===== config.mk =====
export PLATFORM = sky130hd
export DESIGN_NAME = packet_slot_tracker
export DESIGN_NICKNAME = d
export VERILOG_FILES = /design/src/rtl/packet_fifo_pkg.sv /design/src/rtl/packet_slot_tracker.sv
export SDC_FILE = /design/constraint.sdc
export NUM_CORES = 1
export LEC_CHECK = 0
export BUFFER_PORTS_ARGS = -buffer_cell sky130_fd_sc_hd__buf_2
export CAP_MARGIN = 15
export CORE_AREA = 2 2 39 41
export DETAILED_ROUTE_END_ITERATION = 12
export DIE_AREA = 0 0 41 43
export GPL_ROUTABILITY_DRIVEN = 0
export SETUP_SLACK_MARGIN = 0.05
export SLEW_MARGIN = 25
export SYNTH_ARGS = -nofsm -noshare
export SYNTH_HDL_FRONTEND = slang
export SYNTH_SLANG_ARGS = --single-unit

===== constraint.sdc =====
create_clock -name clock -period 3.5 [get_ports clock]
set_input_delay 0.35 -clock clock [delete_from_list [all_inputs] [get_ports clock]]
set_output_delay 0.35 -clock clock [all_outputs]
set_load 0.05 [all_outputs]

===== src/rtl/packet_fifo_pkg.sv =====
package packet_fifo_pkg;

    // ~~~~~~~~~~~~~~~~~~~~~~~~~~~~~~
    // Buffer geometry.
    // ~~~~~~~~~~~~~~~~~~~~~~~~~~~~~~

    localparam int data_width   = 16;
    localparam int slot_words   = 256;
    localparam int slot_count   = 4;
    localparam int offset_width = 8;
    localparam int slot_width   = 2;

    // ~~~~~~~~~~~~~~~~~~~~~~~~~~~~~~
    // Vector types.
    // ~~~~~~~~~~~~~~~~~~~~~~~~~~~~~~

    // One word on the USB data path.
    typedef logic [data_width-1:0] data_t;

    // Word position inside a slot.
    typedef logic [offset_width-1:0] offset_t;

    // Slot index, wraps modulo slot_count.
    typedef logic [slot_width-1:0] slot_t;

    // Closed-slot count, needs one extra bit to reach slot_count itself.
    typedef logic [slot_width:0] count_t;

endpackage


===== src/rtl/packet_slot_tracker.sv =====
`timescale 1ns/1ns

module packet_slot_tracker
(
    input  logic clock,
    input  logic reset,
    input  logic slot_closed,
    input  logic slot_released,
    output logic pkt_waiting,
    output logic have_space
);

    import packet_fifo_pkg::*;

    count_t closed_count;

    // Number of slots that are closed and not yet released.
    // A close and a release in the same cycle cancel out.
    always_ff @(posedge clock)
    begin
        if (reset)
        begin
            closed_count <= '0;
        end
        else if (slot_closed && !slot_released)
        begin
            closed_count <= closed_count + count_t'(1);
        end
        else if (slot_released && !slot_closed)
        begin
            closed_count <= closed_count - count_t'(1);
        end
    end

    // Both flags come straight off the registered count.
    assign pkt_waiting = (closed_count != '0);
    assign have_space  = (closed_count < count_t'(slot_count));

endmodule


==> summary.md, run 1 <==
| Metric | Value |
|---|---|
| Status | finished clean |
| VDD IR max | 108 uV |
| Routed wire per std cell | between 6 and 7 um |
| R2R cell count | 4 |
| Max Freq | 669 MHz |
| Hold endpoint | closed_count[2] |
| Synth Register Bits | 3 |
| Post-route ant nets | 0 |
| Fin. Hold Viols | 0 |
| Leakage | 0.113 nW |
| Core area | 0.00138 mm2 |
| Max Cap Viol | 0 |
| Drc violations | 0 |
| Synth area leaders | dfxtp_1 37%, fa_1 12%, xor2_1 11% |
| Setup bufs post-CTS | 0 |
| Cell variety after synth | 10 |
| Slew headroom | 0.836 |
| Largest register FFs | 3 |
| Setup TNS | 0 ns |
| Non-filler cells, final | 42 |
| Share of post-route cells with drive strength above 1 | 0.308 |
| Number of synthesized flops with an enable pin | 0 |
| Synth warnings | 0 |
| # rows | 14 |
| Hold_sp | reset |
| Root Buffer Master | clkbuf_4 |
| Switching Share | 0.364 |
| Max Root-Sink Buffers | 2 |
| Worst Max-Slew Pin Slew | 0.248 ns |
| # setup viols final | 0 |
| Largest register by flop count | closed_count |
| Power share of the clock group | 0.381 |
| Worst Path Max Fanout | 2 |
| DRT iter0 DRCs | 0 |
| Synth Area per Inst | 9.49 um2 |
| Global-route wire length before repair | 448 um |
| Final WL | 273 um |
| Via Count | 131 |
| Final min period | 1.49 ns |
| Net Sw Power | 0.0000579 W |
| Post-CTS Hold Buffers | 0 |
| Worst hold path cell count | 2 |
| Post-synth top cells | 3 x dfxtp_1, 3 x inv_1, 2 x nor2_1, 2 x or3_1, 2 x xor2_1 |
| Synthesized net count | 23 |
| Vias in the first global route | 138 |
| Ys flop type | dfxtp_1 |
| Sink Count | 3 |
| Synth Instances | 17 |
| Clock skew | 0.00630 ns |
| Area leader, netlist | dfxtp_1 |
| RR Endpoint | closed_count[2] |
| TritonCTS clock tree | done |
| Ports | 6 |
| Largest regs | closed_count x3 |
| Die X | 41 um |
| Crit share post-route | 0.427 |
| Via density | about 3.1 |
| Clock slew at reported path FFs | around 0.04 ns |
| Reg power frac | 0.294 |
| Worst r2r src | closed_count[0] |
| CTS resizes | 0 |
| Synthesized area | 161 um2 |
| Logic pwr share | 0.325 |
| Pwr dens | 683 mW/mm2 |
| Initial Util | 0.117 |
| Area Growth Syn to Fin | 44.2% |
| Critical Path End Type | flop |
| Fin. max-slew vios | 0 |
| H-tree depth | 1 |
| WP data required | between 3 and 4 ns |
| Nets | 33 |
| Die height | 43 um |
| Ys async rst share | 0 |
| Register area share after synthesis | 0.372 |
| Cts bufs inserted | 3 |
| Top cell type's share of synthesized area | 0.372 |
| Total track usage | 0.0391 |
| GRT overflow | 0 |
| Reg2Reg Setup Slack | approximately 2.1 ns |
| Hold WC Path Type | in -> reg |
| Inst Count DP | 38 |
| IO Port Bufs | 5 |
| RSZ-0062 raised after global routing | false |
| First-pass DRT Iterations | 1 |
| Antenna cells | 0 |
| Worst-Skew Late Latency | 0.23 ns |
| Die area | 0.00176 mm2 |
| Crit start category | input port |
| Antenna violations before repair | 0 |
| CP arrival | 1.66 ns |
| Crit path kind | in -> reg |
| Largest net degree at the start of global routing | 5 |
| Internal cell power | around 0.00010 W |
## kinds of logic after synthesis
| group | share of synthesized area |
|---|---|
| and+or+nand+nor | 0.124 |
| buffers and inverters | 0.0698 |
| DFF | 0.372 |
| AOI/OAI and AO/OA | 0.0620 |
| xor gates and xnor gates | 0.109 |
| adders and majority gates | 0.202 |
| muxes | 0.0620 |
## critical path, stage by stage
cell	delay, ns
buf_2	0.09
inv_1	0.04
ha_1	0.16
inv_1	0.06
fa_1	0.37
xor2_1	0.16
or3_1	0.30
a21oi_1	0.13
## layout make-up
cell class / count / area (um2)
clock buffer: 4 / 26.3
fill: 160 / 1150
inverter: 3 / 11.3
multi-input combinational: 11 / 90.1
sequential: 3 / 60.1
tap: 16 / 20.0
timing repair buffer: 5 / 25.0
## cell usage in the layout (no fill, tap or decap)
master / Yosys / final
dfxtp_1: 3 / 3
fa_1: 1 / 1
a21oi_1: 1 / 1
buf_2: 0 / 5
or3_1: 2 / 2
clkbuf_1: 0 / 1
clkbuf_4: 0 / 3
nor2_1: 2 / 2
inv_1: 3 / 3
o21ai_0: 1 / 1
xor2_1: 2 / 2
ha_1: 1 / 1
mux2i_1: 1 / 1
## metal layers
| layer | wire (um) | track usage | part of all wire | vias to the layer above |
|---|---|---|---|---|
| met1 | 102 | 0.0256 | 0.37 | 58 |
| met4 | 0 | 0.0600 | 0 | 0 |
| li1 | - | - | - | 71 |
| met5 | 0 | 0 | 0 | - |
| met3 | 9 | 0 | 0.033 | 0 |
| met2 | 161 | 0.0688 | 0.59 | 2 |
## power by group through the flow
stage	sequential (W)	clock [W]	combinational, W
floorplan	0.0000460	0	0.0000425
global placement	0.0000473	0	0.0000519
detailed placement	0.0000475	0	0.0000523
global route	0.0000482	0.0000643	0.0000570
finish	0.0000467	0.0000606	0.0000517
CTS	0.0000470	0.0000631	0.0000525
## worst max path at each step
stage                              from         endpoint  depth (start not counted)
after floorplan           slot_released  closed_count[2]                          7
after global placement    slot_released  closed_count[2]                          8
after detailed placement  slot_released  closed_count[2]                          8
after CTS                 slot_released  closed_count[2]                          8
after global routing      slot_released  closed_count[2]                          8
final                     slot_released  closed_count[2]                          8
## per-stage QoR
step	cell area [um2]	total power, W	utilization	worst slack, ns	hold WS [ns]
3_3_place_gp	206	0.0000992	0.149	1.77	0.479
6_report	233	0.000159	0.168	2.01	0.306
2_1_floorplan	161	0.0000885	-	1.91	0.419
5_1_grt	233	0.000170	0.168	1.93	0.306
4_1_cts	233	0.000163	0.168	1.99	0.300
3_5_place_dp	206	0.0000998	0.149	1.75	0.492
(Power assumes the default switching activity.)
==> inputs of run 2 (changes only) <==
==> constraint.sdc (replaced) <==
create_clock -name clock -period 1.6 [get_ports clock]
set_input_delay 0.16 -clock clock [delete_from_list [all_inputs] [get_ports clock]]
set_output_delay 0.16 -clock clock [all_outputs]
set_load 0.05 [all_outputs]
==> summary.md, run 2 (same netlist as run 1, synthesis figures left out) <==
| Metric | Value |
|---|---|
| Nets | 33 (unchanged) |
| GRT overflow | 0 (unchanged) |
| R2R cell count | 4 (unchanged) |
| VDD IR max | 196 uV (+82%) |
| Final min period | 1.42 ns |
| Via density | 3.33 (+6.9%) |
| Core area | 0.00138 mm2 (unchanged) |
| CP arrival | 1.59 ns (-0.07 ns) |
| Initial Util | 0.117 (unchanged) |
| Fin. max-slew vios | 0 (unchanged) |
| Via Count | 140 (+6.9%) |
| Fin. Hold Viols | 0 (unchanged) |
| Setup TNS | 0 ns (unchanged) |
| Crit share post-route | 0.888 |
| Slew headroom | 0.836 (about the same) |
| Worst-Skew Late Latency | 0.24 ns (about the same) |
| Hold WC Path Type | in -> reg |
| Hold Slack | 0.114 ns (-0.193 ns) |
| Largest regs | closed_count x3 |
| Max Root-Sink Buffers | 2 (unchanged) |
| Sink Count | 3 (unchanged) |
| Largest register FFs | 3 (unchanged) |
| Largest register by flop count | closed_count |
| Routed wire per std cell | 6.50 um (unchanged) |
| RSZ-0062 raised after global routing | false |
| Post-route ant nets | 0 (unchanged) |
| Area Growth Syn to Fin | 44.2% (unchanged) |
| Worst Max-Slew Pin Slew | 0.248 ns (+0.00000811 ns) |
| Non-filler cells, final | 42 (unchanged) |
| Antenna violations before repair | 0 (unchanged) |
| Final WL | 273 um (unchanged) |
| Max Cap Viol | 0 (unchanged) |
| Global-route wire length before repair | 462 um (+3.1%) |
| Commonest non-fill, non-tap cell in the layout | buf_2 |
| Setup bufs post-CTS | 0 (unchanged) |
| Die area | 0.00176 mm2 (unchanged) |
| H-tree depth | 1 (unchanged) |
| First-pass DRT Iterations | 2 (+1) |
| Worst Path Max Fanout | 3 (+1) |
| Die X | 41 um (unchanged) |
| DRT iter0 DRCs | 1 (+1) |
| Drc violations | 0 (unchanged) |
| Total track usage | 0.0421 (+0.00301) |
| Pwr dens | 1510 mW/mm2 (+120%) |
| Status | finished clean |
| Most frequent cells in the layout | 5 x buf_2, 3 x inv_1, 3 x clkbuf_4, 3 x dfxtp_1 |
| WP data required | 1.77 ns (-1.90 ns) |
| Clock slew at reported path FFs | 0.04 ns (about the same) |
| Tot Pwr | 0.000351 W (+120%) |
| Critical Path End Type | flop |
| DPL Wire Length | between 200 and 250 um |
| Max Freq | 704 MHz |
| Cts bufs inserted | 3 (unchanged) |
| # setup viols final | 0 (unchanged) |
| Leakage | 0.113 nW (unchanged) |
| Final-layout fill cell count | 162 (+1.3%) |
| Root Buffer Master | clkbuf_4 |
| Crit start category | flop |
| Crit path kind | reg -> reg |
| Vias in the first global route | 129 (-6.5%) |
| Post-CTS Hold Buffers | 0 (unchanged) |
| Die height | 43 um (unchanged) |
| # rows | 14 (unchanged) |
| Clock skew | 0.00511 ns (-0.00118 ns) |
| Ports | 6 (unchanged) |
| Antenna cells | 0 (unchanged) |
| Largest net degree at the start of global routing | 5 (unchanged) |
| Inst Count DP | 38 (unchanged) |
| TritonCTS clock tree | done |
| Worst hold path cell count | 2 (unchanged) |
| IO Port Bufs | 5 (unchanged) |
| Share of post-route cells with drive strength above 1 | 0.308 (unchanged) |
| CTS resizes | 0 (unchanged) |
[run 2: cell type report]
class                           count  area (um2)  area share
Multi-Input combinational cell     11        90.1       0.387
Sequential cell                     3        60.1       0.258
Timing Repair Buffer                5        25.0       0.108
Inverter                            3        11.3      0.0484
Clock buffer                        4        26.3       0.113
Tap cell                           16        20.0      0.0860
[run 2: worst max-delay path: stages (launching register included)]
cell and delay (ns):
dfxtp_1 0.34, fa_1 0.43, xor2_1 0.16, or3_1 0.30, a21oi_1 0.13
[run 2: routing by layer]
layer,part of all wire,GRT usage
met4,0.077,0.0600
met2,0.55,0.0719
met3,0.040,0
met1,0.33,0.0321
met5,0,0
[run 2: final timing paths]
path                                      start              end  slack [ns]
worst max-delay path            closed_count[0]  closed_count[2]        0.18
worst min-delay path                      reset  closed_count[2]        0.11
worst max register to register  closed_count[0]  closed_count[2]        0.18
worst min register to register  closed_count[2]  closed_count[2]        0.49
[run 2: metrics by stage]
stage               instance area, um2  setup slack (ns)   util
finish                             233             0.179  0.168
global route                       233             0.110  0.168
CTS                                233             0.166  0.168
detailed placement                 206            0.0429  0.149
global placement                   206            0.0579  0.149
floorplan                          161             0.199      -
[run 2: power breakdown]
part           leakage [nW]  switching [W]  internal (W)
clock network        0.0150      0.0000423     0.0000937
registers            0.0249      0.0000132     0.0000891
logic                0.0730      0.0000745     0.0000384
==> inputs of run 3 (changes only) <==
==> constraint.sdc (replaced) <==
create_clock -name clock -period 1.6 [get_ports clock]
set_input_delay 0.4 -clock clock [delete_from_list [all_inputs] [get_ports clock]]
set_output_delay 0.4 -clock clock [all_outputs]
set_load 0.05 [all_outputs]
==> summary.md, run 3 (same netlist as run 1, synthesis figures left out) <==
| Metric | Value |
|---|---|
| Routed wire per std cell | 7.05 um (+8.4%) |
| DRT iter0 DRCs | 0 (-1) |
| Max Cap Viol | 0 (unchanged) |
| TritonCTS clock tree | done |
| Vias in the first global route | 149 (+16%) |
| H-tree depth | 1 (unchanged) |
| Root Buffer Master | clkbuf_4 |
| Via Count | 148 (+5.7%) |
| RSZ-0062 raised after global routing | true |
| R2R cell count | 4 (unchanged) |
| Cts bufs inserted | 3 (unchanged) |
| Critical Path End Type | flop |
| Worst hold path cell count | 2 (unchanged) |
| # rows | 14 (unchanged) |
| Inst Count DP | 39 (+2.6%) |
| Final core utilization | 0.198 (+0.0298) |
| Worst Max-Slew Pin Slew | 0.247 ns (-0.00140 ns) |
| Final min period | 1.53 ns (+0.109 ns) |
| Final WL | 303 um (+11%) |
| Clock skew | 0.00572 ns (+0.000612 ns) |
| # setup viols final | 0 (unchanged) |
| Die height | 43 um (unchanged) |
| Largest register by flop count | closed_count |
| Area Growth Syn to Fin | 69.8% |
| Max Freq | 653 MHz (-7.1%) |
| Worst-Skew Late Latency | 0.24 ns (about the same) |
| Largest regs | closed_count x3 |
| Clock slew at reported path FFs | 0.03 ns (about the same) |
| GRT overflow | 0 (unchanged) |
| Status | finished clean |
| Non-filler cells, final | 43 (+2.4%) |
| Fin. Hold Viols | 0 (unchanged) |
| Leakage | 0.120 nW (+6.4%) |
| IO Port Bufs | 5 (unchanged) |
| Via density | 3.44 (+3.3%) |
| Crit path kind | in -> reg |
| First-pass DRT Iterations | 1 (-1) |
| Largest register FFs | 3 (unchanged) |
| Slew headroom | 0.837 (+0.000924) |
| Antenna cells | 0 (unchanged) |
| CP arrival | 1.70 ns (+0.11 ns) |
| Setup bufs post-CTS | 0 (unchanged) |
| Post-CTS Hold Buffers | 0 (unchanged) |
| Initial Util | 0.117 (unchanged) |
| Crit share post-route | 0.956 (+0.0682) |
| CTS resizes | 0 (unchanged) |
| Antenna violations before repair | 0 (unchanged) |
| Post-route ant nets | 0 (unchanged) |
| Global-route wire length before repair | 489 um (+5.8%) |
| Crit start category | input port |
| Pwr dens | 1390 mW/mm2 (-7.8%) |
| Largest net degree at the start of global routing | 5 (unchanged) |
| Total track usage | 0.0471 (+0.00502) |
| Sink Count | 3 (unchanged) |
| Max Root-Sink Buffers | 2 (unchanged) |
| Hold WC Path Type | in -> reg |
| WP data required | 1.77 ns (about the same) |
| Most frequent cells in the layout | 3 x clkbuf_4, 3 x dfxtp_1, 3 x buf_2 |
| Share of post-route cells with drive strength above 1 | 0.519 (+0.211) |
| Worst Path Max Fanout | 2 (-1) |
| Die X | 41 um (unchanged) |
| Drc violations | 0 (unchanged) |
| Core area | 0.00138 mm2 (unchanged) |
| VDD IR max | 141 uV (-28%) |
| Fin. max-slew vios | 0 (unchanged) |
| Ports | 6 (unchanged) |
| Nets | 34 (+3.0%) |
| DPL Wire Length | 229 um (+2.0%) |
| Die area | 0.00176 mm2 (unchanged) |
-- run 3: cell types whose count changed in the layout (fill, tap and decap cells not counted) --
cell and change:
inv_2 +1, inv_4 +1, buf_6 +2, a21oi_2 +1
buf_4 +1, buf_2 -2, ha_1 -1, a21oi_1 -1
inv_1 -2, ha_4 +1, fa_1 -1, fa_2 +1
-- run 3: cell type report --
cell class	count	area (um2)
multi-input combinational	11	109
clock buffer	4	26.3
timing repair buffer	6	45.0
inverter	3	13.8
sequential	3	60.1
fill	161	1110
tap	16	20.0
-- run 3: path summary, 6_finish.rpt --
path                   start               to  slack [ns]
min reg2reg  closed_count[2]  closed_count[2]        0.53
min                    reset  closed_count[2]        0.35
max            slot_released  closed_count[2]        0.07
max reg2reg  closed_count[0]  closed_count[2]        0.13
-- run 3: stage by stage --
stage,power [W],setup TNS (ns),worst slack (ns),hold WS [ns],instance area (um2)
6_report,0.000381,0,0.0697,0.355,274
5_1_grt,0.000405,0,0.0262,0.364,274
4_1_cts,0.000367,0,0.0549,0.342,245
3_5_place_dp,0.000223,-0.167,-0.167,0.520,219
3_3_place_gp,0.000221,-0.132,-0.132,0.494,219
2_1_floorplan,0.000196,0,0.00768,0.465,166
-- run 3: routing by layer --
| metal | global-route usage | vias up | wire length, um |
|---|---|---|---|
| met5 | 0 | - | 0 |
| met4 | 0.100 | 0 | 24 |
| met3 | 0 | 2 | 15 |
| met2 | 0.0656 | 5 | 169 |
| met1 | 0.0353 | 67 | 93 |
| li1 | - | 74 | - |
-- run 3: worst max-delay path: stages --
cell and delay [ns]:
buf_6 0.09, inv_4 0.04, ha_4 0.12, inv_2 0.03, fa_2 0.34, xor2_1 0.17
or3_1 0.36, a21oi_2 0.14
-- run 3: power breakdown --
group	total, W	leakage (nW)	switching (W)	internal (W)
Combinational	0.000141	0.0802	0.0000815	0.0000591
Clock	0.000138	0.0150	0.0000445	0.0000938
Sequential	0.000102	0.0249	0.0000130	0.0000891
Total	0.000381	0.120	0.000139	0.000242
