<file path="src/rtl/packet_fifo_pkg.sv">
package packet_fifo_pkg;

    // ~~~~~~~~~~~~~~~~~~~~~~~~~~~~~~
    // Buffer geometry.
    // ~~~~~~~~~~~~~~~~~~~~~~~~~~~~~~

    localparam int data_width   = 16;
    localparam int slot_words   = 256;
    localparam int slot_count   = 4;
    localparam int offset_width = 8;
    localparam int slot_width   = 2;

    // ~~~~~~~~~~~~~~~~~~~~~~~~~~~~~~
    // Vector types.
    // ~~~~~~~~~~~~~~~~~~~~~~~~~~~~~~

    // One word on the USB data path.
    typedef logic [data_width-1:0] data_t;

    // Word position inside a slot.
    typedef logic [offset_width-1:0] offset_t;

    // Slot index, wraps modulo slot_count.
    typedef logic [slot_width-1:0] slot_t;

    // Closed-slot count, needs one extra bit to reach slot_count itself.
    typedef logic [slot_width:0] count_t;

endpackage

</file>
<file path="src/rtl/packet_write_port.sv">
`timescale 1ns/1ns

module packet_write_port
(
    input  logic                    clock,
    input  logic                    reset,
    input  logic                    write_enable,
    input  logic                    pkt_complete,
    output packet_fifo_pkg::slot_t   write_slot,
    output packet_fifo_pkg::offset_t write_offset,
    output logic                    slot_closed
);

    import packet_fifo_pkg::*;

    logic last_word;

    // The open slot is full once the word at the top offset goes in.
    assign last_word = write_enable && (write_offset == offset_t'(slot_words - 1));

    // A short packet ends early on pkt_complete, with or without a word.
    assign slot_closed = last_word || pkt_complete;

    always_ff @(posedge clock)
    begin
        if (reset)
        begin
            write_slot   <= '0;
            write_offset <= '0;
        end
        else if (slot_closed)
        begin
            write_slot   <= write_slot + slot_t'(1);
            write_offset <= '0;
        end
        else if (write_enable)
        begin
            write_offset <= write_offset + offset_t'(1);
        end
    end

endmodule

</file>
<file path="config.mk">
export PLATFORM = sky130hd
export DESIGN_NAME = packet_write_port
export DESIGN_NICKNAME = d
export VERILOG_FILES = /design/src/rtl/packet_fifo_pkg.sv /design/src/rtl/packet_write_port.sv
export SDC_FILE = /design/constraint.sdc
export NUM_CORES = 1
export LEC_CHECK = 0
export ABC_AREA = 1
export BUFFER_PORTS_ARGS = -buffer_cell sky130_fd_sc_hd__clkbuf_2
export CELL_PAD_IN_SITES_DETAIL_PLACEMENT = 2
export CELL_PAD_IN_SITES_GLOBAL_PLACEMENT = 2
export CORE_AREA = 5 5 49 51
export CTS_BUF_LIST = sky130_fd_sc_hd__clkbuf_8 sky130_fd_sc_hd__clkbuf_16
export DETAILED_ROUTE_END_ITERATION = 12
export DIE_AREA = 0 0 54 56
export PLACE_DENSITY = 0.75
export SLEW_MARGIN = 5
export SYNTH_ARGS = -nofsm -noshare
export SYNTH_HDL_FRONTEND = slang
export SYNTH_SLANG_ARGS = --single-unit
</file>
<file path="constraint.sdc">
create_clock -name clock -period 3.28 [get_ports clock]
set_clock_uncertainty 0.2 [all_clocks]
set_input_delay 0.82 -clock clock [delete_from_list [all_inputs] [get_ports clock]]
set_output_delay 0.82 -clock clock [all_outputs]
set_load 0.005 [all_outputs]
</file>
==> impl_metrics.json, run 1 <==
{
  "die_w_um": 54,
  "path_clk_slew_ns": 0.05,
  "path_class": "in2out",
  "worstPathMaxFanout": 5,
  "finalCritPeriodShare_pct": 76.8,
  "synth_warnings": 0,
  "setup-violations-final": 0,
  "synth_top_area_share_pct": 41.5,
  "io_pins": 15,
  "drive_above_1_share_pct": 28.9,
  "syn-mean-instance-area_sq_um": 7.43,
  "dp_slack_ns": 0.757,
  "initial_core_util_pct": 25.4,
  "post_cts_buffers": 0,
  "via_per_inst": 4.20,
  "clockBufferDepth": 2,
  "power.leakage_nw": 0.299,
  "drv_cap": 0,
  "fp.dieH_um": 56,
  "dr.pass1.iters": 3,
  "netlist_instances": 65,
  "cp_top_family": "simple AND/OR/NAND/NOR gates",
  "cts_tree": "yes",
  "ys_seq_area_share_pct": 41.5,
  "rsz0062_at_grt": "no",
  "fin_crit_ns": 2.52,
  "grt_max_degree": 9,
  "diodes": 0,
  "yosysTopAreaCell": "dfxtp_1",
  "n_fill_cell": 240,
  "syn_area_sq_um": 483,
  "required_ns": 2.26,
  "nNetsFinal": 89,
  "core_area_sq_mm": 0.00190,
  "crit_buf_inv": 2,
  "ctsResizeCount": 0,
  "grt_pass1_vias": 503,
  "drt-initial-drc-count": 8,
  "crit_arrival_ns": 1.50,
  "ant_nets": 0,
  "finalPower_uw": 306,
  "vdd_drop_max_v": 0.000237,
  "cp-start-kind": "input pin",
  "routed_wl_um": 1400,
  "htree_levels": 1,
  "grtUsageTotal_pct": 10.9,
  "netlist_top_cells_area": "dfxtp_1, nand2_1, nor2_1",
  "post_drt_wl_per_cell_um": 12.7,
  "path_cells": "clkbuf_2, nand2_2, nor2_4, nand3_2, nand2_2, clkbuf_2",
  "cts_buffers": 3,
  "antenna_found_initial": 0,
  "layout-area-overhead-vs-synth_pct": 32.9,
  "numClockSinks": 10,
  "final.setup.worst_slack_ns": 0.760,
  "hp-class": "reg2reg",
  "synth_seq_cells": 10,
  "die-area_sq_mm": 0.00302,
  "cts_hold_buf": 0,
  "crit_path_top_delay_cell": "clkbuf_2",
  "status": "completed",
  "holdWs_ns": 0.301,
  "fmax_ghz": 0.397,
  "power_per_cell_area_mw_per_mm2": 477,
  "fp-row-count": 16,
  "synth.distinct_cells": 15,
  "grt_pass1_wl_um": 2280,
  "gr-total-overflow": 0,
  "slowest_delay_ns": 0.14,
  "worst_pin_slew_ns": 0.225,
  "slew_headroom_pct": 84.9,
  "root_buffer": "clkbuf_8",
  "hpwlAfterDp_um": 991,
  "vias": 462,
  "synth_nets": 70,
  "io_buffer_count": 14,
  "drc": 0,
  "gp_congestion": 0.620,
  "report.final.slew_viol_count": 0,
  "finalHoldViolCount": 0,
  "insertion_delay_ns": 0.24,
  "tns_ns": 0,
  "setup.worst_path.end_class": "primary output"
}
## power by group
part           internal (mW)  switching [mW]
sequential             0.125         0.00340
clock                  0.106          0.0529
combinational        0.00814          0.0113
## cell families (layout without fill, tap and decap cells)
family,after synthesis,count (layout),synth area share (%)
AND/OR/NAND/NOR,36,36,36.0
flip-flops,10,10,41.5
buffers and inverters,10,28,7.77
XOR/XNOR,5,5,9.07
AO/OA/AOI/OAI,3,3,3.11
adder cells (fa/ha/maj),1,1,2.59
## synthesized netlist by cell type
cell type,n
nand3_2,2
a21oi_1,3
nand3_1,1
nor3_1,2
xor2_1,4
ha_1,1
nand3b_1,1
dfxtp_1,10
xnor2_1,1
nor3_2,1
nand2_2,2
nand2_1,15
inv_1,10
nor2_4,1
nor2_1,11
## cells in the final DEF, fill, tap and decap left out, drive strengths merged
master,Yosys,final
nand3b,1,1
nand2,17,17
xor2,4,4
dfxtp,10,10
xnor2,1,1
ha,1,1
inv,10,10
clkbuf,0,18
a21oi,3,3
nand3,3,3
nor3,3,3
nor2,12,12
## worst reg2reg max path, delay by kind of cell (launching register included)
kind                     cells  cell delay (ns)
flip-flops                   1             0.38
adder cells (fa/ha/maj)      1             0.20
AND/OR/NAND/NOR              5             0.59
## cell type report
class / instances / area, sq um / area share [%]
Tap cell: 27 / 33.8 / 5.26
Timing Repair Buffer: 14 / 70.1 / 10.9
Sequential cell: 10 / 200 / 31.2
Clock buffer: 4 / 55.1 / 8.58
Inverter: 10 / 37.5 / 5.85
Multi-Input combinational cell: 45 / 245 / 38.2
## per-stage QoR
step,cells,util (%),cell area (sq um)
final,110,33.8,642
after global routing,110,33.8,642
after CTS,110,33.8,642
after detailed placement,106,30.9,587
after global placement,106,30.9,587
after floorplan,65,-,483
## registers in the layout, indices dropped and copies added (netlist names)
signal,cells
write_offset,8
write_slot,2
## final timing paths
path	from	to	slack [ns]	cells past startpoint
max	write_enable	slot_closed	0.76	6
min	write_offset[7]$_SDFFE_PP0P_	write_offset[7]$_SDFFE_PP0P_	0.30	2
max reg2reg	write_offset[1]$_SDFFE_PP0P_	write_offset[5]$_SDFFE_PP0P_	1.78	6
min reg2reg	write_offset[7]$_SDFFE_PP0P_	write_offset[7]$_SDFFE_PP0P_	0.30	2
## routing by layer
layer | up-vias | GRT usage (%) | share of wire, %
met2 | 11 | 16.8 | 48
met1 | 211 | 11.8 | 43
met5 | - | 0 | 0
met3 | 5 | 4.56 | 6.2
li1 | 235 | - | -
met4 | 0 | 7.47 | 2.6
(Power assumes the default switching activity.)
==> run 2: changes to the inputs <==
--- a/config.mk
+++ b/config.mk
@@ -9,11 +9,11 @@
 export BUFFER_PORTS_ARGS = -buffer_cell sky130_fd_sc_hd__clkbuf_2
 export CELL_PAD_IN_SITES_DETAIL_PLACEMENT = 2
 export CELL_PAD_IN_SITES_GLOBAL_PLACEMENT = 2
-export CORE_AREA = 5 5 49 51
+export CORE_AREA = 5 5 53 55
 export CTS_BUF_LIST = sky130_fd_sc_hd__clkbuf_8 sky130_fd_sc_hd__clkbuf_16
 export DETAILED_ROUTE_END_ITERATION = 12
-export DIE_AREA = 0 0 54 56
-export PLACE_DENSITY = 0.75
+export DIE_AREA = 0 0 58 60
+export PLACE_DENSITY = 0.67
 export SLEW_MARGIN = 5
 export SYNTH_ARGS = -nofsm -noshare
 export SYNTH_HDL_FRONTEND = slang
==> constraint.sdc (replaced) <==
create_clock -name clock -period 2.1 [get_ports clock]
set_clock_uncertainty 0.2 [all_clocks]
set_input_delay 0.525 -clock clock [delete_from_list [all_inputs] [get_ports clock]]
set_output_delay 0.525 -clock clock [all_outputs]
set_load 0.005 [all_outputs]
==> run 2 against run 1 <==
  * Register-to-register slack got worse by 1.1 ns
  * Routed wire length decreased by 12%
  * Via count increased by 1.7%
  * Die area increased by 15%
  * Global-route usage decreased by 2.6 points
  * Final area increased by 2.1%
  * Sequential cell count unchanged
  * First-iteration DRC count decreased by 75%
  * Critical path depth unchanged
==> impl_metrics.json, run 2 (synthesis gave the netlist of run 1 again) <==
{
  "grtUsageTotal_pct": 8.34,
  "nNetsFinal": 89,
  "setup.worst_path.end_class": "primary output",
  "slowest_delay_ns": 0.35,
  "path_class": "reg2out",
  "root_buffer": "clkbuf_8",
  "hpwlAfterDp_um": 953,
  "grt_pass1_vias": 509,
  "crit_arrival_ns": 1.28,
  "slew_headroom_pct": 84.0,
  "power.leakage_nw": 0.300,
  "layout_common_cells": "nand2_1, clkbuf_2, nor2_1",
  "hold_depth": 2,
  "routed_wl_um": 1220,
  "r2r-end": "write_offset[3]$_SDFFE_PP0P_",
  "fmax_ghz": 0.499,
  "drv_cap": 0,
  "path_cells": "ha_1, nand2_2, nor2_4, nand3_4, nand2_2, clkbuf_2",
  "placed_cells": 109,
  "whs_endpoint": "write_offset[1]$_SDFFE_PP0P_",
  "rrSetupSlack_ns": 0.67,
  "core_area_sq_mm": 0.00234,
  "cp-start-kind": "register",
  "die-area_sq_mm": 0.00348,
  "regArea_sq_um": 203,
  "fp.dieH_um": 60,
  "drc": 0,
  "numClockSinks": 10,
  "setup-violations-final": 0,
  "fp-row-count": 18,
  "vias": 470,
  "io_buffer_count": 14,
  "htree_levels": 1,
  "power_per_cell_area_mw_per_mm2": 726,
  "grt_pass1_wl_um": 2110,
  "gr-total-overflow": 0,
  "vdd_drop_max_v": 0.000284,
  "reg.largest.list": "write_offset: 8 flops, write_slot: 2 flops",
  "die_w_um": 58,
  "path_clk_slew_ns": 0.05,
  "gp_congestion": 0.629,
  "multiInputGateArea_sq_um": 253,
  "reg2reg_depth": 6,
  "hp-start": "write_offset[1]$_SDFFE_PP0P_",
  "ant_nets": 0,
  "layout-area-overhead-vs-synth_pct": 35.8,
  "hp-class": "reg2reg",
  "clockBufferDepth": 2,
  "crit_path_top_delay_cell": "dfxtp_2",
  "grt_max_degree": 9,
  "fin_crit_ns": 2.01,
  "worst_pin_slew_ns": 0.238,
  "antenna_found_initial": 0,
  "largest_reg_flops": 8,
  "crit-reg2reg-launch": "write_offset[0]$_SDFFE_PP0P_",
  "drt-initial-drc-count": 2,
  "drive_above_1_share_pct": 31.3,
  "cts_buffers": 3,
  "worstPathMaxFanout": 4,
  "post_drt_wl_per_cell_um": 10.8,
  "largest_register": "write_offset",
  "n_fill_cell": 305,
  "initial_core_util_pct": 20.6,
  "finalNonFillerCells": 113,
  "insertion_delay_ns": 0.24,
  "crit_top_cell": "nand2_2",
  "rsz0062_at_grt": "no",
  "cts_tree": "yes",
  "finalCritPeriodShare_pct": 95.5,
  "required_ns": 1.37,
  "placed_area_sq_um": 591,
  "fin_area_sq_um": 656,
  "report.final.slew_viol_count": 0,
  "io_pins": 15,
  "via_per_inst": 4.16,
  "diodes": 0,
  "dr.pass1.iters": 2,
  "tns_ns": 0,
  "cts_hold_buf": 0,
  "status": "completed",
  "layout_commonest_cell": "nand2_1",
  "finalHoldViolCount": 0
}
-- run 2: cell types whose count changed in the layout (fill, tap and decap cells not counted) --
cell	before	now
nand3_2	2	1
dfxtp_2	0	2
nand3_4	0	1
dfxtp_1	10	8
-- run 2: metal layers --
layer  share of wire, %  global-route usage [%]  vias to the layer above
met5                  0                       0                        -
met1                 41                    7.65                      223
met3                6.4                    3.67                        4
met2                 50                    14.7                       11
met4                1.9                    5.96                        0
li1                   -                       -                      232
-- run 2: stage by stage --
stage	hold slack [ns]	total power, mW	util [%]	worst slack [ns]
2_1_floorplan	0.280	0.219	-	0.465
3_3_place_gp	0.288	0.232	25.2	0.195
3_5_place_dp	0.301	0.232	25.2	0.167
4_1_cts	0.317	0.485	27.6	0.0119
5_1_grt	0.315	0.497	28.0	0.0125
6_report	0.287	0.476	28.0	0.0949
-- run 2: final cells by class --
cell class / instances / share of cell area [%]
inverter: 10 / 5.73
tap: 30 / 5.73
multi-input combinational: 45 / 38.5
clock buffer: 4 / 8.40
sequential: 10 / 30.9
timing repair buffer: 14 / 10.7
-- run 2: critical path: cells and delay by family, from the launching register on --
family | cells | cell delay (ns)
adders and majority gates | 1 | 0.17
buffers and inverters | 1 | 0.11
DFF | 1 | 0.35
and+or+nand+nor | 4 | 0.39
-- run 2: how the worst max path moves through the flow --
stage	to	from	slack (ns)
floorplan	slot_closed	write_offset[0]$_SDFFE_PP0P_	0.46
global placement	slot_closed	write_enable	0.20
detailed placement	slot_closed	write_enable	0.17
CTS	slot_closed	write_offset[1]$_SDFFE_PP0P_	0.01
global route	slot_closed	write_offset[1]$_SDFFE_PP0P_	0.01
finish	slot_closed	write_offset[0]$_SDFFE_PP0P_	0.09
-- run 2: where the power goes --
group,internal [mW],switching (mW)
clock network,0.165,0.0827
registers,0.195,0.00447
logic,0.0126,0.0159
-- run 2: repair_timing --
item / 4_1_cts / 5_1_grt
setup buffers: 0 / 0
resized for setup: 0 / 3
endpoints found under the setup margin: 0 / 1
==> run 3: changes to the inputs <==
--- a/config.mk
+++ b/config.mk
@@ -14,6 +14,7 @@
 export DETAILED_ROUTE_END_ITERATION = 12
 export DIE_AREA = 0 0 58 60
 export PLACE_DENSITY = 0.67
+export SETUP_SLACK_MARGIN = 0.2
 export SLEW_MARGIN = 5
 export SYNTH_ARGS = -nofsm -noshare
 export SYNTH_HDL_FRONTEND = slang
==> run 3 against run 2 <==
  * Combinational power up 20%
  * Register-to-register slack lost 0.07 ns
  * Non-clock buffer count increased by 4
  * Core utilization rose by 2.7 points
  * Global-route usage up 0.99 points
  * Cell count is 3.5% higher
  * Via count grew 3.6%
  * Sequential share of layout area shrank 2.2 points
  * Clock power barely moved
  * Worst setup slack better by 0.11 ns
  * Total power is 0.70% higher
  * Critical endpoint unchanged
  * Largest power group unchanged
==> impl_metrics.json, run 3 (synthesis gave the netlist of run 1 again) <==
{
  "status": "completed",
  "cts_tree": "yes",
  "die_w_um": 58,
  "path_cells": "ha_4, nand2_4, nor2_4, nand3_4, nand2_4, buf_6",
  "finalPower_uw": 479,
  "grtUsageTotal_pct": 9.33,
  "post_drt_wl_per_cell_um": 12.0,
  "grt_pass1_vias": 562,
  "setup-violations-final": 0,
  "ant_nets": 0,
  "crit_arrival_ns": 1.17,
  "holdWs_ns": 0.311,
  "reg2reg_depth": 7,
  "grt_max_degree": 9,
  "grt_pass1_wl_um": 2360,
  "initial_core_util_pct": 20.6,
  "root_buffer": "clkbuf_8",
  "diodes": 0,
  "rsz0062_at_grt": "yes",
  "fp-row-count": 18,
  "grt.met2_usage_pct": 17.6,
  "vias": 487,
  "grt.met3_usage_pct": 3.89,
  "crit_buf_inv": 1,
  "nNetsFinal": 93,
  "required_ns": 1.37,
  "drive_above_1_share_pct": 36.8,
  "finalCritPeriodShare_pct": 90.5,
  "layout_common_cells": "nand2_1, clkbuf_2, nor2_1",
  "crit-reg2reg-launch": "write_offset[1]$_SDFFE_PP0P_",
  "fp.dieH_um": 60,
  "htree_levels": 1,
  "fin_crit_ns": 1.90,
  "layout_commonest_cell": "nand2_1",
  "drc": 0,
  "placed_area_sq_um": 591,
  "use_met1_pct": 8.04,
  "drt-initial-drc-count": 4,
  "cts_hold_buf": 0,
  "dp_slack_ns": 0.167,
  "cts_buffers": 3,
  "clockBufferDepth": 2,
  "gr-total-overflow": 0,
  "whs_endpoint": "write_offset[7]$_SDFFE_PP0P_",
  "antenna_found_initial": 0,
  "worst_pin_slew_ns": 0.237,
  "setup.worst_path.end_class": "primary output",
  "hold_depth": 2,
  "power_per_cell_area_mw_per_mm2": 667,
  "power.leakage_nw": 0.330,
  "io_pins": 15,
  "crit_path_top_delay_cell": "dfxtp_2",
  "reg.largest.list": "write_offset: 8 flops, write_slot: 2 flops",
  "insertion_delay_ns": 0.24,
  "fin_area_sq_um": 718,
  "die-area_sq_mm": 0.00348,
  "hpwlAfterDp_um": 953,
  "path_clk_slew_ns": 0.05,
  "n_fill_cell": 299,
  "hp-class": "reg2reg",
  "largest_reg_flops": 8,
  "final.setup.worst_slack_ns": 0.200,
  "core_area_sq_mm": 0.00234,
  "crit_top_cell": "nand2_4",
  "gp_congestion": 0.629,
  "drv_cap": 0,
  "cp_top_family": "flip-flops",
  "r2r-end": "write_offset[3]$_SDFFE_PP0P_",
  "cp-start-kind": "register",
  "largest_register": "write_offset",
  "slew_headroom_pct": 84.1,
  "hp-start": "write_offset[7]$_SDFFE_PP0P_",
  "dr.pass1.iters": 2,
  "report.final.slew_viol_count": 0,
  "numClockSinks": 10,
  "tns_ns": 0,
  "fmax_ghz": 0.526,
  "via_per_inst": 4.16,
  "worstPathMaxFanout": 3,
  "finalHoldViolCount": 0,
  "path_class": "reg2out",
  "rrSetupSlack_ns": 0.60,
  "routed_wl_um": 1400,
  "layout-area-overhead-vs-synth_pct": 48.7,
  "vdd_drop_max_v": 0.000284,
  "slowest_delay_ns": 0.36,
  "busiest_layer": "met2",
  "io_buffer_count": 14
}
run 3: worst max path at each step:
stage,start,end,slack (ns),depth (start not counted)
finish,write_offset[0]$_SDFFE_PP0P_,slot_closed,0.20,6
global route,write_offset[0]$_SDFFE_PP0P_,slot_closed,0.15,6
CTS,write_offset[1]$_SDFFE_PP0P_,slot_closed,0.12,6
detailed placement,write_enable,slot_closed,0.17,6
global placement,write_enable,slot_closed,0.20,6
floorplan,write_offset[0]$_SDFFE_PP0P_,slot_closed,0.46,5
run 3: final cells by class:
type	count	area (sq um)	area share, %
sequential	10	206	28.7
timing repair buffer	18	106	14.8
inverter	10	37.5	5.23
multi-input combinational	45	275	38.3
clock buffer	4	55.1	7.67
tap	30	37.5	5.23
run 3: where the power goes:
group	leakage, nW	switching, mW	internal, mW
registers	0.0829	0.00475	0.194
logic	0.218	0.0184	0.0160
clock network	0.0288	0.0812	0.165
run 3: timing repair:
action	CTS	global route
setup endpoints to repair	1	1
resized for setup	6	4
buffers inserted	3	1
cloned	0	0
pin swaps	3	3
run 3: stage by stage:
stage          instances  util (%)
2_1_floorplan         65         -
3_3_place_gp         109      25.2
3_5_place_dp         109      25.2
4_1_cts              116      29.7
5_1_grt              117      30.7
6_report             117      30.7
run 3: layer usage:
layer | up-vias | share of wire (%)
met4 | 0 | 1.5
met2 | 11 | 53
li1 | 241 | -
met1 | 231 | 39
met5 | - | 0
met3 | 4 | 6.4
run 3: tightest hold or removal path, cell delays in order, from the launching register on:
cell and delay (ns):
dfxtp_1 0.33, nand2_1 0.08, a21oi_1 0.05
