**config.mk**
```make
export PLATFORM = sky130hd
export DESIGN_NAME = packet_read_port
export DESIGN_NICKNAME = d
export VERILOG_FILES = /design/src/rtl/packet_fifo_pkg.sv /design/src/rtl/packet_read_port.sv
export SDC_FILE = /design/constraint.sdc
export NUM_CORES = 1
export LEC_CHECK = 0
export ABC_AREA = 1
export BUFFER_PORTS_ARGS = -buffer_cell sky130_fd_sc_hd__buf_2
export CAP_MARGIN = 20
export CELL_PAD_IN_SITES_DETAIL_PLACEMENT = 1
export CELL_PAD_IN_SITES_GLOBAL_PLACEMENT = 2
export CORE_ASPECT_RATIO = 0.9
export CORE_UTILIZATION = 24
export CTS_BUF_LIST = sky130_fd_sc_hd__clkbuf_8
export CTS_CLUSTER_DIAMETER = 120
export DETAILED_ROUTE_END_ITERATION = 8
export GPL_ROUTABILITY_DRIVEN = 1
export HOLD_SLACK_MARGIN = 0.08
export PLACE_DENSITY = 0.78
export SYNTH_ARGS = -nofsm -noshare
export SYNTH_HDL_FRONTEND = slang
export SYNTH_SLANG_ARGS = --single-unit
```
**constraint.sdc**
```tcl
create_clock -name clock -period 1 [get_ports clock]
set_input_delay 0.2 -clock clock [delete_from_list [all_inputs] [get_ports clock]]
set_output_delay 0.2 -clock clock [all_outputs]
set_load 0.03 [all_outputs]
```
**src/rtl/packet_fifo_pkg.sv**
```systemverilog
package packet_fifo_pkg;

    // ~~~~~~~~~~~~~~~~~~~~~~~~~~~~~~
    // Buffer geometry.
    // ~~~~~~~~~~~~~~~~~~~~~~~~~~~~~~

    localparam int data_width   = 16;
    localparam int slot_words   = 256;
    localparam int slot_count   = 4;
    localparam int offset_width = 8;
    localparam int slot_width   = 2;

    // ~~~~~~~~~~~~~~~~~~~~~~~~~~~~~~
    // Vector types.
    // ~~~~~~~~~~~~~~~~~~~~~~~~~~~~~~

    // One word on the USB data path.
    typedef logic [data_width-1:0] data_t;

    // Word position inside a slot.
    typedef logic [offset_width-1:0] offset_t;

    // Slot index, wraps modulo slot_count.
    typedef logic [slot_width-1:0] slot_t;

    // Closed-slot count, needs one extra bit to reach slot_count itself.
    typedef logic [slot_width:0] count_t;

endpackage

```
**src/rtl/packet_read_port.sv**
```systemverilog
`timescale 1ns/1ns

module packet_read_port
(
    input  logic                    clock,
    input  logic                    reset,
    input  logic                    read_enable,
    input  logic                    skip_packet,
    output packet_fifo_pkg::slot_t   read_slot,
    output packet_fifo_pkg::offset_t read_offset,
    output logic                    slot_released
);

    import packet_fifo_pkg::*;

    logic last_word;

    // Reading the top offset drains the slot completely.
    assign last_word = read_enable && (read_offset == offset_t'(slot_words - 1));

    // skip_packet drops whatever is left, the word read with it still counts.
    assign slot_released = last_word || skip_packet;

    always_ff @(posedge clock)
    begin
        if (reset)
        begin
            read_slot   <= '0;
            read_offset <= '0;
        end
        else if (slot_released)
        begin
            read_slot   <= read_slot + slot_t'(1);
            read_offset <= '0;
        end
        else if (read_enable)
        begin
            read_offset <= read_offset + offset_t'(1);
        end
    end

endmodule

```
==> reports/qor.csv, run 1 <==
stage,metric,value,unit
sta,whs,0.298,ns
synthesis,synth_seq_cells,10,
final_layout,layout_common_cells,"buf_6, nand2_1, buf_4, inv_1",
worst_hold_path,holdPathEnd,read_slot[1]$_SDFFE_PP0P_,
floorplanning,coreArea,1900,sq um
synthesis,avgSynthCellArea,7.43,sq um
setup_path,start_kind,flop,
sta,maxSlewHeadroom,0.838,
placed_design,place_ws,-0.239,ns
grt,grtUsageTotal,0.169,
route,routedWlPerCell,14.2,um
synthesis,syn_inst,65,
worst_hold_path,hold_depth,4,
clocking,clock-root-buffer,clkbuf_8,
route,drcViolationCount,0,
final_layout,drive_above_1_share,0.589,
setup_path,rrSetupSlack,-0.36,ns
clocking,hold_buffers,0,
setup_path,cp_slowest_stage_delay,0.36,ns
setup_path,critical_path.endpoint_type,primary output,
setup_path,cpMostUsedCell,nand2_4,
final_layout,fillers,224,
worst_hold_path,min_from,reset,
power_and_ir_drop,power,0.989,mW
sta,worst_pin_slew,0.243,ns
run,maxCapViolations,0,
setup_path,worstSetupPathType,flop to primary output,
floorplanning,io_pins,15,
final_layout,final_common_cell,buf_6,
floorplanning,dieHeight,44.6,um
clocking,htree_levels,1,
synthesis,synthesis.area,483,sq um
sta,slew_violations,0,
setup_path,cp_max_fo,2,
setup_path,crit_slowest_cell,dfxtp_4,
clocking,cts_inserted_buffers,3,
clocking,cts_tree,done,
sta,setup_viol,16,
setup_path,critPathArrivalTime,1.19,ns
setup_path,worstPathRequired,0.80,ns
sta,period_needed,1.39,ns
route,firstDrtPassIters,4,
sta,fmax,0.717,GHz
synthesis,synth.distinct_cells,15,
synthesis,synth_seq_area_share,0.415,
synthesis,synth_area_leaders,"dfxtp_1, nand2_1, nor2_1",
route,drt_wl_total,1.87,mm
clocking,clk_pin_slew_worst_paths,0.05,ns
synthesis,synth_top_area_share,0.415,
sta,fin_crit_sh,1.39,
floorplanning,dieArea,2200,sq um
grt,overflow,0,
sta,hold_viol,0,
placed_design,gp_congestion,0.691,
clocking,clk_path_buf_depth,2,
run_status,status,"finished, violations left",
route,drtIter0Drc,7,
grt,grt_pass1_wl,2.62,mm
setup_path,timing.rr.start,read_offset[0]$_SDFFE_PP0P_,
synthesis,syn_nets,70,
clocking,cts.sinks,10,
power_and_ir_drop,powerDensity,993,nW/um^2
grt,grt_pass1_vias,576,
setup_path,crit_chain,ha_4 > nand2_4 > nor2_4 > nand3_4 > nand2_4 > buf_6,
floorplanning,rows,15,
route,via_per_inst,4.37,
final_layout,n_antenna_cell,0,
floorplanning,die_w,49.3,um
floorplanning,start_util,0.255,
clocking,worst_skew_pair.late_latency,0.24,ns
grt,antenna_found_initial,0,
placed_design,io_buffers,14,
run_status,violations,negative setup slack,
power_and_ir_drop,p_leak,0.471,nW
route,via_count,577,
synthesis,synth_area_leader_cell,dfxtp_1,
synthesis,yosysWarnings,0,
grt,grt_start_max_net_pins,9,
final_layout,syn_to_final_growth,106,%
sta,rsz0062_at_grt,yes,
setup_path,worst_r2r_endpoint,read_offset[6]$_SDFFE_PP0P_,
setup_path,ff2ff_path_depth,9,
final_layout,fin_nets,113,
power_and_ir_drop,ir_drop,0.416,mV
sta,worst_slack,-0.394,ns
route,ant_nets,0,
placed_design,dp.final_hpwl,975,um
worst_hold_path,hp-class,input port to flop,
sta,finClkSkew,0.00902,ns
==> routing by layer <==
metal  vias up  share of wire  global-route usage
li1        283              -                   -
met1       280           0.42               0.193
met2        10           0.55               0.296
met3         4          0.016              0.0206
met4         0          0.017               0.124
met5         -              0                   0
==> cells by family after synthesis <==
family	synth area share
adders and majority gates	0.0259
AOI/OAI and AO/OA	0.0311
and+or+nand+nor	0.360
buffers and inverters	0.0777
xor gates and xnor gates	0.0907
DFF	0.415
==> flip-flops by register name, indices dropped and copies added, names as in the netlist <==
register	cells
read_offset	8
read_slot	2
==> layout make-up <==
type	count	area [sq um]	share of cell area
Clock inverter	1	3.75	0.00377
Tap cell	25	31.3	0.0314
Clock buffer	3	41.3	0.0415
Multi-Input combinational cell	45	309	0.310
Timing Repair Buffer	38	357	0.358
Sequential cell	10	216	0.217
Inverter	10	37.5	0.0377
==> worst max-delay path: cells and delay by family (launching register included) <==
kind / cells / cell delay, ns
buffers and inverters: 1 / 0.13
adders and majority gates: 1 / 0.14
and+or+nand+nor: 4 / 0.33
DFF: 1 / 0.36
==> synth_stat cells (all sizes together) <==
| library cell | number |
|---|---|
| xor2 | 4 |
| nand2 | 17 |
| inv | 10 |
| nand3 | 3 |
| nor2 | 12 |
| nand3b | 1 |
| xnor2 | 1 |
| a21oi | 3 |
| nor3 | 3 |
| dfxtp | 10 |
| ha | 1 |
==> timing repair <==
| action | CTS | global route |
|---|---|---|
| hold endpoints to repair | 0 | 0 |
| resized for setup | 32 | 16 |
| setup endpoints to repair | 21 | 20 |
| pin swaps | 5 | 4 |
| setup buffers | 5 | 11 |
==> where the power goes <==
part / switching, mW / internal [mW] / leakage, nW
clock: 0.172 / 0.270 / 0.0269
combinational: 0.0722 / 0.0573 / 0.358
sequential: 0.0118 / 0.406 / 0.0861
total: 0.256 / 0.733 / 0.471
==> per-stage QoR <==
step	std cells	setup TNS [ns]	instance area (sq um)	utilization
CTS	126	-2.89	898	0.474
finish	132	-3.22	996	0.525
global route	132	-3.85	996	0.525
floorplan	65	-1.84	523	-
detailed placement	118	-1.68	729	0.385
global placement	118	-1.54	729	0.385
==> how the worst max path moves through the flow <==
stage / startpoint / endpoint / slack, ns / cells past startpoint
after global placement: read_offset[1]$_SDFFE_PP0P_ / slot_released / -0.22 / 6
after detailed placement: read_offset[1]$_SDFFE_PP0P_ / slot_released / -0.24 / 6
after CTS: read_offset[0]$_SDFFE_PP0P_ / slot_released / -0.38 / 6
final: read_offset[0]$_SDFFE_PP0P_ / slot_released / -0.39 / 6
after global routing: read_offset[0]$_SDFFE_PP0P_ / slot_released / -0.43 / 6
after floorplan: read_offset[1]$_SDFFE_PP0P_ / read_slot[0]$_SDFFE_PP0P_ / -0.26 / 8
No activity file was read; power rests on OpenSTA's default activity.
==> run 2: changes to the inputs <==
--- a/config.mk
+++ b/config.mk
@@ -18,6 +18,7 @@
 export GPL_ROUTABILITY_DRIVEN = 1
 export HOLD_SLACK_MARGIN = 0.08
 export PLACE_DENSITY = 0.78
+export REMOVE_ABC_BUFFERS = 1
 export SYNTH_ARGS = -nofsm -noshare
 export SYNTH_HDL_FRONTEND = slang
 export SYNTH_SLANG_ARGS = --single-unit
==> reports/qor.csv, run 2 (synthesis results as in run 1) <==
stage,metric,value,unit
grt,grtUsageTotal,0.167,
final_layout,fin_nets,111,
final_layout,syn_to_final_growth,99.0,%
placed_design,gp_congestion,0.718,
placed_design,dp.cells,120,
floorplanning,rows,15,
route,via_per_inst,4.21,
placed_design,dp.final_hpwl,989,um
worst_hold_path,hp-class,input port to flop,
setup_path,critPathTopFamily,simple AND/OR/NAND/NOR gates,
grt,grt_start_max_net_pins,9,
sta,rsz0062_at_grt,yes,
clocking,cts_tree,done,
sta,period_needed,1.44,ns
clocking,clock-root-buffer,clkbuf_8,
setup_path,worstPathRequired,0.80,ns
route,firstDrtPassIters,2,
clocking,worst_skew_pair.late_latency,0.24,ns
final_layout,fillers,226,
final_layout,largest_reg_flops,8,
final_layout,final_cell_count_no_fill,130,
final_layout,final_common_cell,buf_4,
setup_path,worstSetupPathType,flop to primary output,
power_and_ir_drop,power,1.05,mW
clocking,htree_levels,1,
final_layout,layout_common_cells,"buf_4, buf_6, nand2_1, inv_1, nor2_1",
sta,finClkSkew,0.000478,ns
final_layout,drive_above_1_share,0.600,
run,maxCapViolations,0,
sta,hold_viol,0,
grt,overflow,0,
sta,setup_viol,18,
setup_path,start_kind,flop,
final_layout,reg_top3,"read_offset: 8 flops, read_slot: 2 flops",
final_layout,largest-register,read_offset,
setup_path,crit_slowest_cell,dfxtp_4,
route,drt_wl_total,1.69,mm
floorplanning,io_pins,15,
setup_path,critical_path.endpoint_type,primary output,
power_and_ir_drop,p_leak,0.447,nW
sta,maxSlewHeadroom,0.849,
sta,fin_crit_sh,1.44,
route,via_count,547,
floorplanning,dieArea,2200,sq um
grt,grt_pass1_wl,2.55,mm
placed_design,place_ws,-0.251,ns
sta,whs,0.267,ns
setup_path,critPathArrivalTime,1.24,ns
floorplanning,coreArea,1900,sq um
clocking,cts.sinks,10,
setup_path,crit_buf_inv,1,
floorplanning,start_util,0.255,
floorplanning,die_w,49.3,um
power_and_ir_drop,powerDensity,1090,nW/um^2
sta,fmax,0.695,GHz
run_status,status,"finished, violations left",
floorplanning,dieHeight,44.6,um
run_status,violations,negative setup slack,
grt,grt_pass1_vias,560,
route,ant_nets,0,
route,routedWlPerCell,13.0,um
setup_path,crit_chain,ha_4 > nand2_4 > nor2_4 > nand3_2 > nand2_2 > buf_6,
clocking,hold_buffers,0,
placed_design,io_buffers,14,
clocking,cts_inserted_buffers,3,
sta,slew_violations,0,
sta,worst_pin_slew,0.226,ns
power_and_ir_drop,ir_drop,0.487,mV
grt,antenna_found_initial,0,
sta,worst_slack,-0.438,ns
clocking,clk_path_buf_depth,2,
clocking,clk_pin_slew_worst_paths,0.05,ns
route,drcViolationCount,0,
final_layout,n_antenna_cell,0,
setup_path,cp_max_fo,3,
route,drtIter0Drc,1,
setup_path,cp_slowest_stage_delay,0.35,ns
run 2: cell count changes in the layout (fill, tap and decap cells not counted), sizes merged:
| cell | previous run | this run |
|---|---|---|
| buf | 38 | 36 |
| clkbuf | 3 | 4 |
| inv | 11 | 10 |
run 2: layer usage:
metal  GRT usage  vias to the layer above  wire (um)
met1       0.175                      259        743
li1            -                      277          -
met5           0                        -          0
met4       0.124                        0         38
met2       0.310                        7        876
met3      0.0241                        4         28
run 2: layout make-up:
class	instances	area (sq um)	area share
Sequential cell	10	216	0.225
Clock buffer	4	55.1	0.0573
Multi-Input combinational cell	45	302	0.314
Timing Repair Buffer	36	319	0.332
Tap cell	25	31.3	0.0326
Inverter	10	37.5	0.0391
run 2: through the flow:
stage / utilization / setup TNS (ns) / area (sq um)
finish: 0.507 / -2.71 / 961
global route: 0.507 / -3.74 / 961
CTS: 0.479 / -2.48 / 908
detailed placement: 0.372 / -1.79 / 704
global placement: 0.372 / -1.33 / 704
floorplan: - / -3.88 / 483
run 2: report_power, final:
part           switching (mW)  internal (mW)
clock                   0.172          0.347
sequential            0.00907          0.405
combinational          0.0660         0.0463
run 2: path summary, 6_finish.rpt:
kind	end	from	slack, ns	cells past startpoint
max reg2reg	read_slot[1]$_SDFFE_PP0P_	read_offset[1]$_SDFFE_PP0P_	-0.31	9
max	slot_released	read_offset[1]$_SDFFE_PP0P_	-0.44	6
min	read_slot[0]$_SDFFE_PP0P_	reset	0.27	4
min reg2reg	read_slot[0]$_SDFFE_PP0P_	read_slot[0]$_SDFFE_PP0P_	0.53	2
run 2: worst register-to-register path, delay by kind of cell (launching register included):
family,cells,cell delay (ns)
adder cells (fa/ha/maj),1,0.14
buffers and inverters,2,0.29
flip-flops,1,0.35
AND/OR/NAND/NOR,6,0.46
run 2: timing repair:
action                                 CTS  global route
cloned                                   0             0
buffers inserted                         6             6
setup endpoints to repair               21            19
pin swaps                                2             7
resized for setup                       42             8
endpoints found under the hold margin    0             0
==> run 3: changes to the inputs <==
--- a/config.mk
+++ b/config.mk
@@ -5,13 +5,12 @@
 export SDC_FILE = /design/constraint.sdc
 export NUM_CORES = 1
 export LEC_CHECK = 0
-export ABC_AREA = 1
 export BUFFER_PORTS_ARGS = -buffer_cell sky130_fd_sc_hd__buf_2
 export CAP_MARGIN = 20
 export CELL_PAD_IN_SITES_DETAIL_PLACEMENT = 1
 export CELL_PAD_IN_SITES_GLOBAL_PLACEMENT = 2
 export CORE_ASPECT_RATIO = 0.9
-export CORE_UTILIZATION = 24
+export CORE_UTILIZATION = 26
 export CTS_BUF_LIST = sky130_fd_sc_hd__clkbuf_8
 export CTS_CLUSTER_DIAMETER = 120
 export DETAILED_ROUTE_END_ITERATION = 8
==> reports/qor.csv, run 3 <==
stage,metric,value,unit
placed_design,dpl_cell_area,719,sq um
sta,worst_slack,-0.449,ns
route,ant_nets,0,
setup_path,timing.rr.start,read_offset[6]$_SDFFE_PP0P_,
worst_hold_path,holdPathEnd,read_slot[1]$_SDFFE_PP0P_,
grt,grt_pass1_vias,666,
route,via_per_inst,5.17,
floorplanning,rows,14,
clocking,htree_levels,1,
final_layout,reg_top3,"read_offset: 8 flops, read_slot: 2 flops",
final_layout,n_antenna_cell,0,
clocking,clock-root-buffer,clkbuf_8,
synthesis,synth_area_leaders,"dfxtp_1, nor2_1, nand4_4",
synthesis,synth_top_area_share,0.407,
synthesis,synthesis.area,492,sq um
grt,grt_pass1_wl,3.10,mm
sta,finClkSkew,0.00337,ns
setup_path,worstPathRequired,1.17,ns
grt,grtUsageTotal,0.230,
route,via_count,626,
setup_path,rrSetupSlack,-0.45,ns
clocking,clk_pin_slew_worst_paths,0.05,ns
clocking,cts_inserted_buffers,3,
route,firstDrtPassIters,4,
final_layout,largest_reg_flops,8,
worst_hold_path,min_from,reset,
final_layout,final_cell_count_no_fill,121,
synthesis,synth_area_leader_cell,dfxtp_1,
setup_path,critPathArrivalTime,1.62,ns
final_layout,fillers,192,
setup_path,crit_slowest_cell,or4_4,
sta,hold_viol,0,
route,routedWlPerCell,19.0,um
synthesis,synthAdderAreaFrac,0.0254,
final_layout,final_cell_area,1010,sq um
sta,rsz0062_at_grt,yes,
synthesis,synthTopCellsByCount,"dfxtp_1, nor2_1, nand2_1, a21oi_1, o21ai_0",
synthesis,synth.distinct_cells,25,
setup_path,ff2ff_path_depth,4,
sta,worst_pin_slew,0.311,ns
sta,slew_violations,0,
grt,overflow,0,
grt,antenna_found_initial,0,
setup_path,crit_start,read_offset[6]$_SDFFE_PP0P_,
clocking,clk_path_buf_depth,2,
route,drt_wl_total,2.29,mm
setup_path,worstSetupPathType,flop to flop,
synthesis,synth.most_common_cell,dfxtp_1,
final_layout,layout_common_cells,"buf_6, buf_4, dfxtp_2, nand2_1",
final_layout,syn_to_final_growth,106,%
setup_path,critical_path.endpoint_type,flop,
setup_path,crit_chain,nand4_1 > buf_4 > or4_4 > nand3_2,
setup_path,critPathTopFamily,simple AND/OR/NAND/NOR gates,
synthesis,syn_inst,54,
synthesis,synth_flop_cell,dfxtp_1,
synthesis,yosys.area_share.simple,0.344,
placed_design,io_buffers,14,
sta,setup_viol,16,
floorplanning,coreArea,1720,sq um
setup_path,worst_r2r_endpoint,read_slot[1]$_SDFFE_PP0P_,
synthesis,synth_top_family_by_area,simple AND/OR/NAND/NOR gates,
placed_design,gp_congestion,0.721,
floorplanning,dieHeight,43.3,um
synthesis,synth_seq_area_share,0.407,
setup_path,crit_buf_inv,1,
setup_path,cp_slowest_stage_delay,0.51,ns
setup_path,cp_max_fo,4,
final_layout,drive_above_1_share,0.691,
setup_path,start_kind,flop,
route,drtIter0Drc,7,
placed_design,dp.final_hpwl,1.11,mm
floorplanning,die_w,47.8,um
worst_hold_path,hold_depth,3,
placed_design,dp.cells,109,
final_layout,largest-register,read_offset,
power_and_ir_drop,ir_drop,0.609,mV
synthesis,yosysWarnings,0,
final_layout,fin_nets,104,
sta,fin_crit_sh,1.45,
clocking,worst_skew_pair.late_latency,0.23,ns
floorplanning,dieArea,2070,sq um
grt,grt_start_max_net_pins,7,
floorplanning,start_util,0.286,
sta,period_needed,1.45,ns
sta,maxSlewHeadroom,0.790,
synthesis,synth_edf_count,0,
synthesis,synth_seq_cells,10,
run_status,violations,negative setup slack,
synthesis,synthMuxAreaShare,0.0433,
synthesis,synth_xor_xnor_area_share,0.0534,
run,maxCapViolations,0,
run_status,status,"finished, violations left",
synthesis,synthArstFlopShare,0,
final_layout,final_common_cell,buf_6,
worst_hold_path,hp-class,input port to flop,
power_and_ir_drop,p_leak,0.428,nW
route,drcViolationCount,0,
sta,fmax,0.690,GHz
clocking,cts_tree,done,
floorplanning,io_pins,15,
synthesis,avgSynthCellArea,9.11,sq um
synthesis,synth_compound_area_frac,0.120,
clocking,cts.sinks,10,
power_and_ir_drop,powerDensity,991,nW/um^2
run 3: changes by cell type after synthesis, sizes merged, moves of 3 or more:
cell,previous run,this run
nor2,12,6
o21ai,0,3
inv,10,1
nand2,17,5
nor3,3,0
nand4,0,3
run 3: cells by family (layout without fill, tap and decap cells):
family / count (synthesis) / count (layout)
compound gates: 10 / 10
xor+xnor: 3 / 3
fa+ha+maj: 1 / 1
buf+inv: 1 / 44
flops: 10 / 10
mux: 2 / 2
simple gates: 27 / 27
run 3: power breakdown:
group	internal [mW]	total [mW]	switching [mW]
registers	0.404	0.418	0.0135
logic	0.0888	0.179	0.0902
clock network	0.262	0.405	0.143
total	0.756	1.00	0.247
run 3: worst max-delay path by stage:
stage | endpoint | slack, ns | cells past startpoint
after floorplan | read_slot[0]$_SDFFE_PP0P_ | -1.04 | 4
after global placement | read_slot[1]$_SDFFE_PP0P_ | -0.31 | 4
after detailed placement | read_slot[1]$_SDFFE_PP0P_ | -0.37 | 4
after CTS | slot_released | -0.39 | 4
after global routing | read_slot[1]$_SDFFE_PP0P_ | -0.48 | 4
final | read_slot[1]$_SDFFE_PP0P_ | -0.45 | 4
run 3: timing repair:
action	4_1_cts	5_1_grt
pin swaps	9	11
endpoints found under the setup margin	20	18
buffers inserted	9	3
gates cloned	0	0
resized for setup	37	24
hold endpoints to repair	0	0
hold buffers	0	0
run 3: tightest hold or removal path: cells and delay by family:
family | cells | cell delay (ns)
buffers and inverters | 1 | 0.12
AND/OR/NAND/NOR | 2 | 0.20
run 3: final cells by class:
cell class,count,area (sq um),area share
multi-input cells,43,352,0.348
clock buffers,3,41.3,0.0408
inverters,1,3.75,0.00371
well taps,24,30.0,0.0297
flip-flops and latches,10,223,0.220
repair buffers,40,362,0.358
run 3: routing by layer:
metal  wire length, um  GRT usage  share of wire  vias to the layer above
met3                75     0.0851          0.033                       12
met5                 0          0              0                        -
met2              1200      0.392           0.52                       29
met1               933      0.238           0.41                      301
met4                82      0.106          0.036                        0
li1                  -          -              -                      284
run 3: metrics by stage:
step | hold WS, ns | setup TNS, ns | total power [mW] | utilization | setup slack [ns]
after global placement | 0.498 | -2.00 | 0.556 | 0.419 | -0.313
final | 0.332 | -3.92 | 1.00 | 0.589 | -0.449
after floorplan | 0.348 | -5.49 | 0.493 | - | -1.04
after detailed placement | 0.518 | -2.50 | 0.559 | 0.419 | -0.375
after CTS | 0.299 | -3.34 | 0.999 | 0.542 | -0.390
after global routing | 0.361 | -4.43 | 1.05 | 0.589 | -0.482
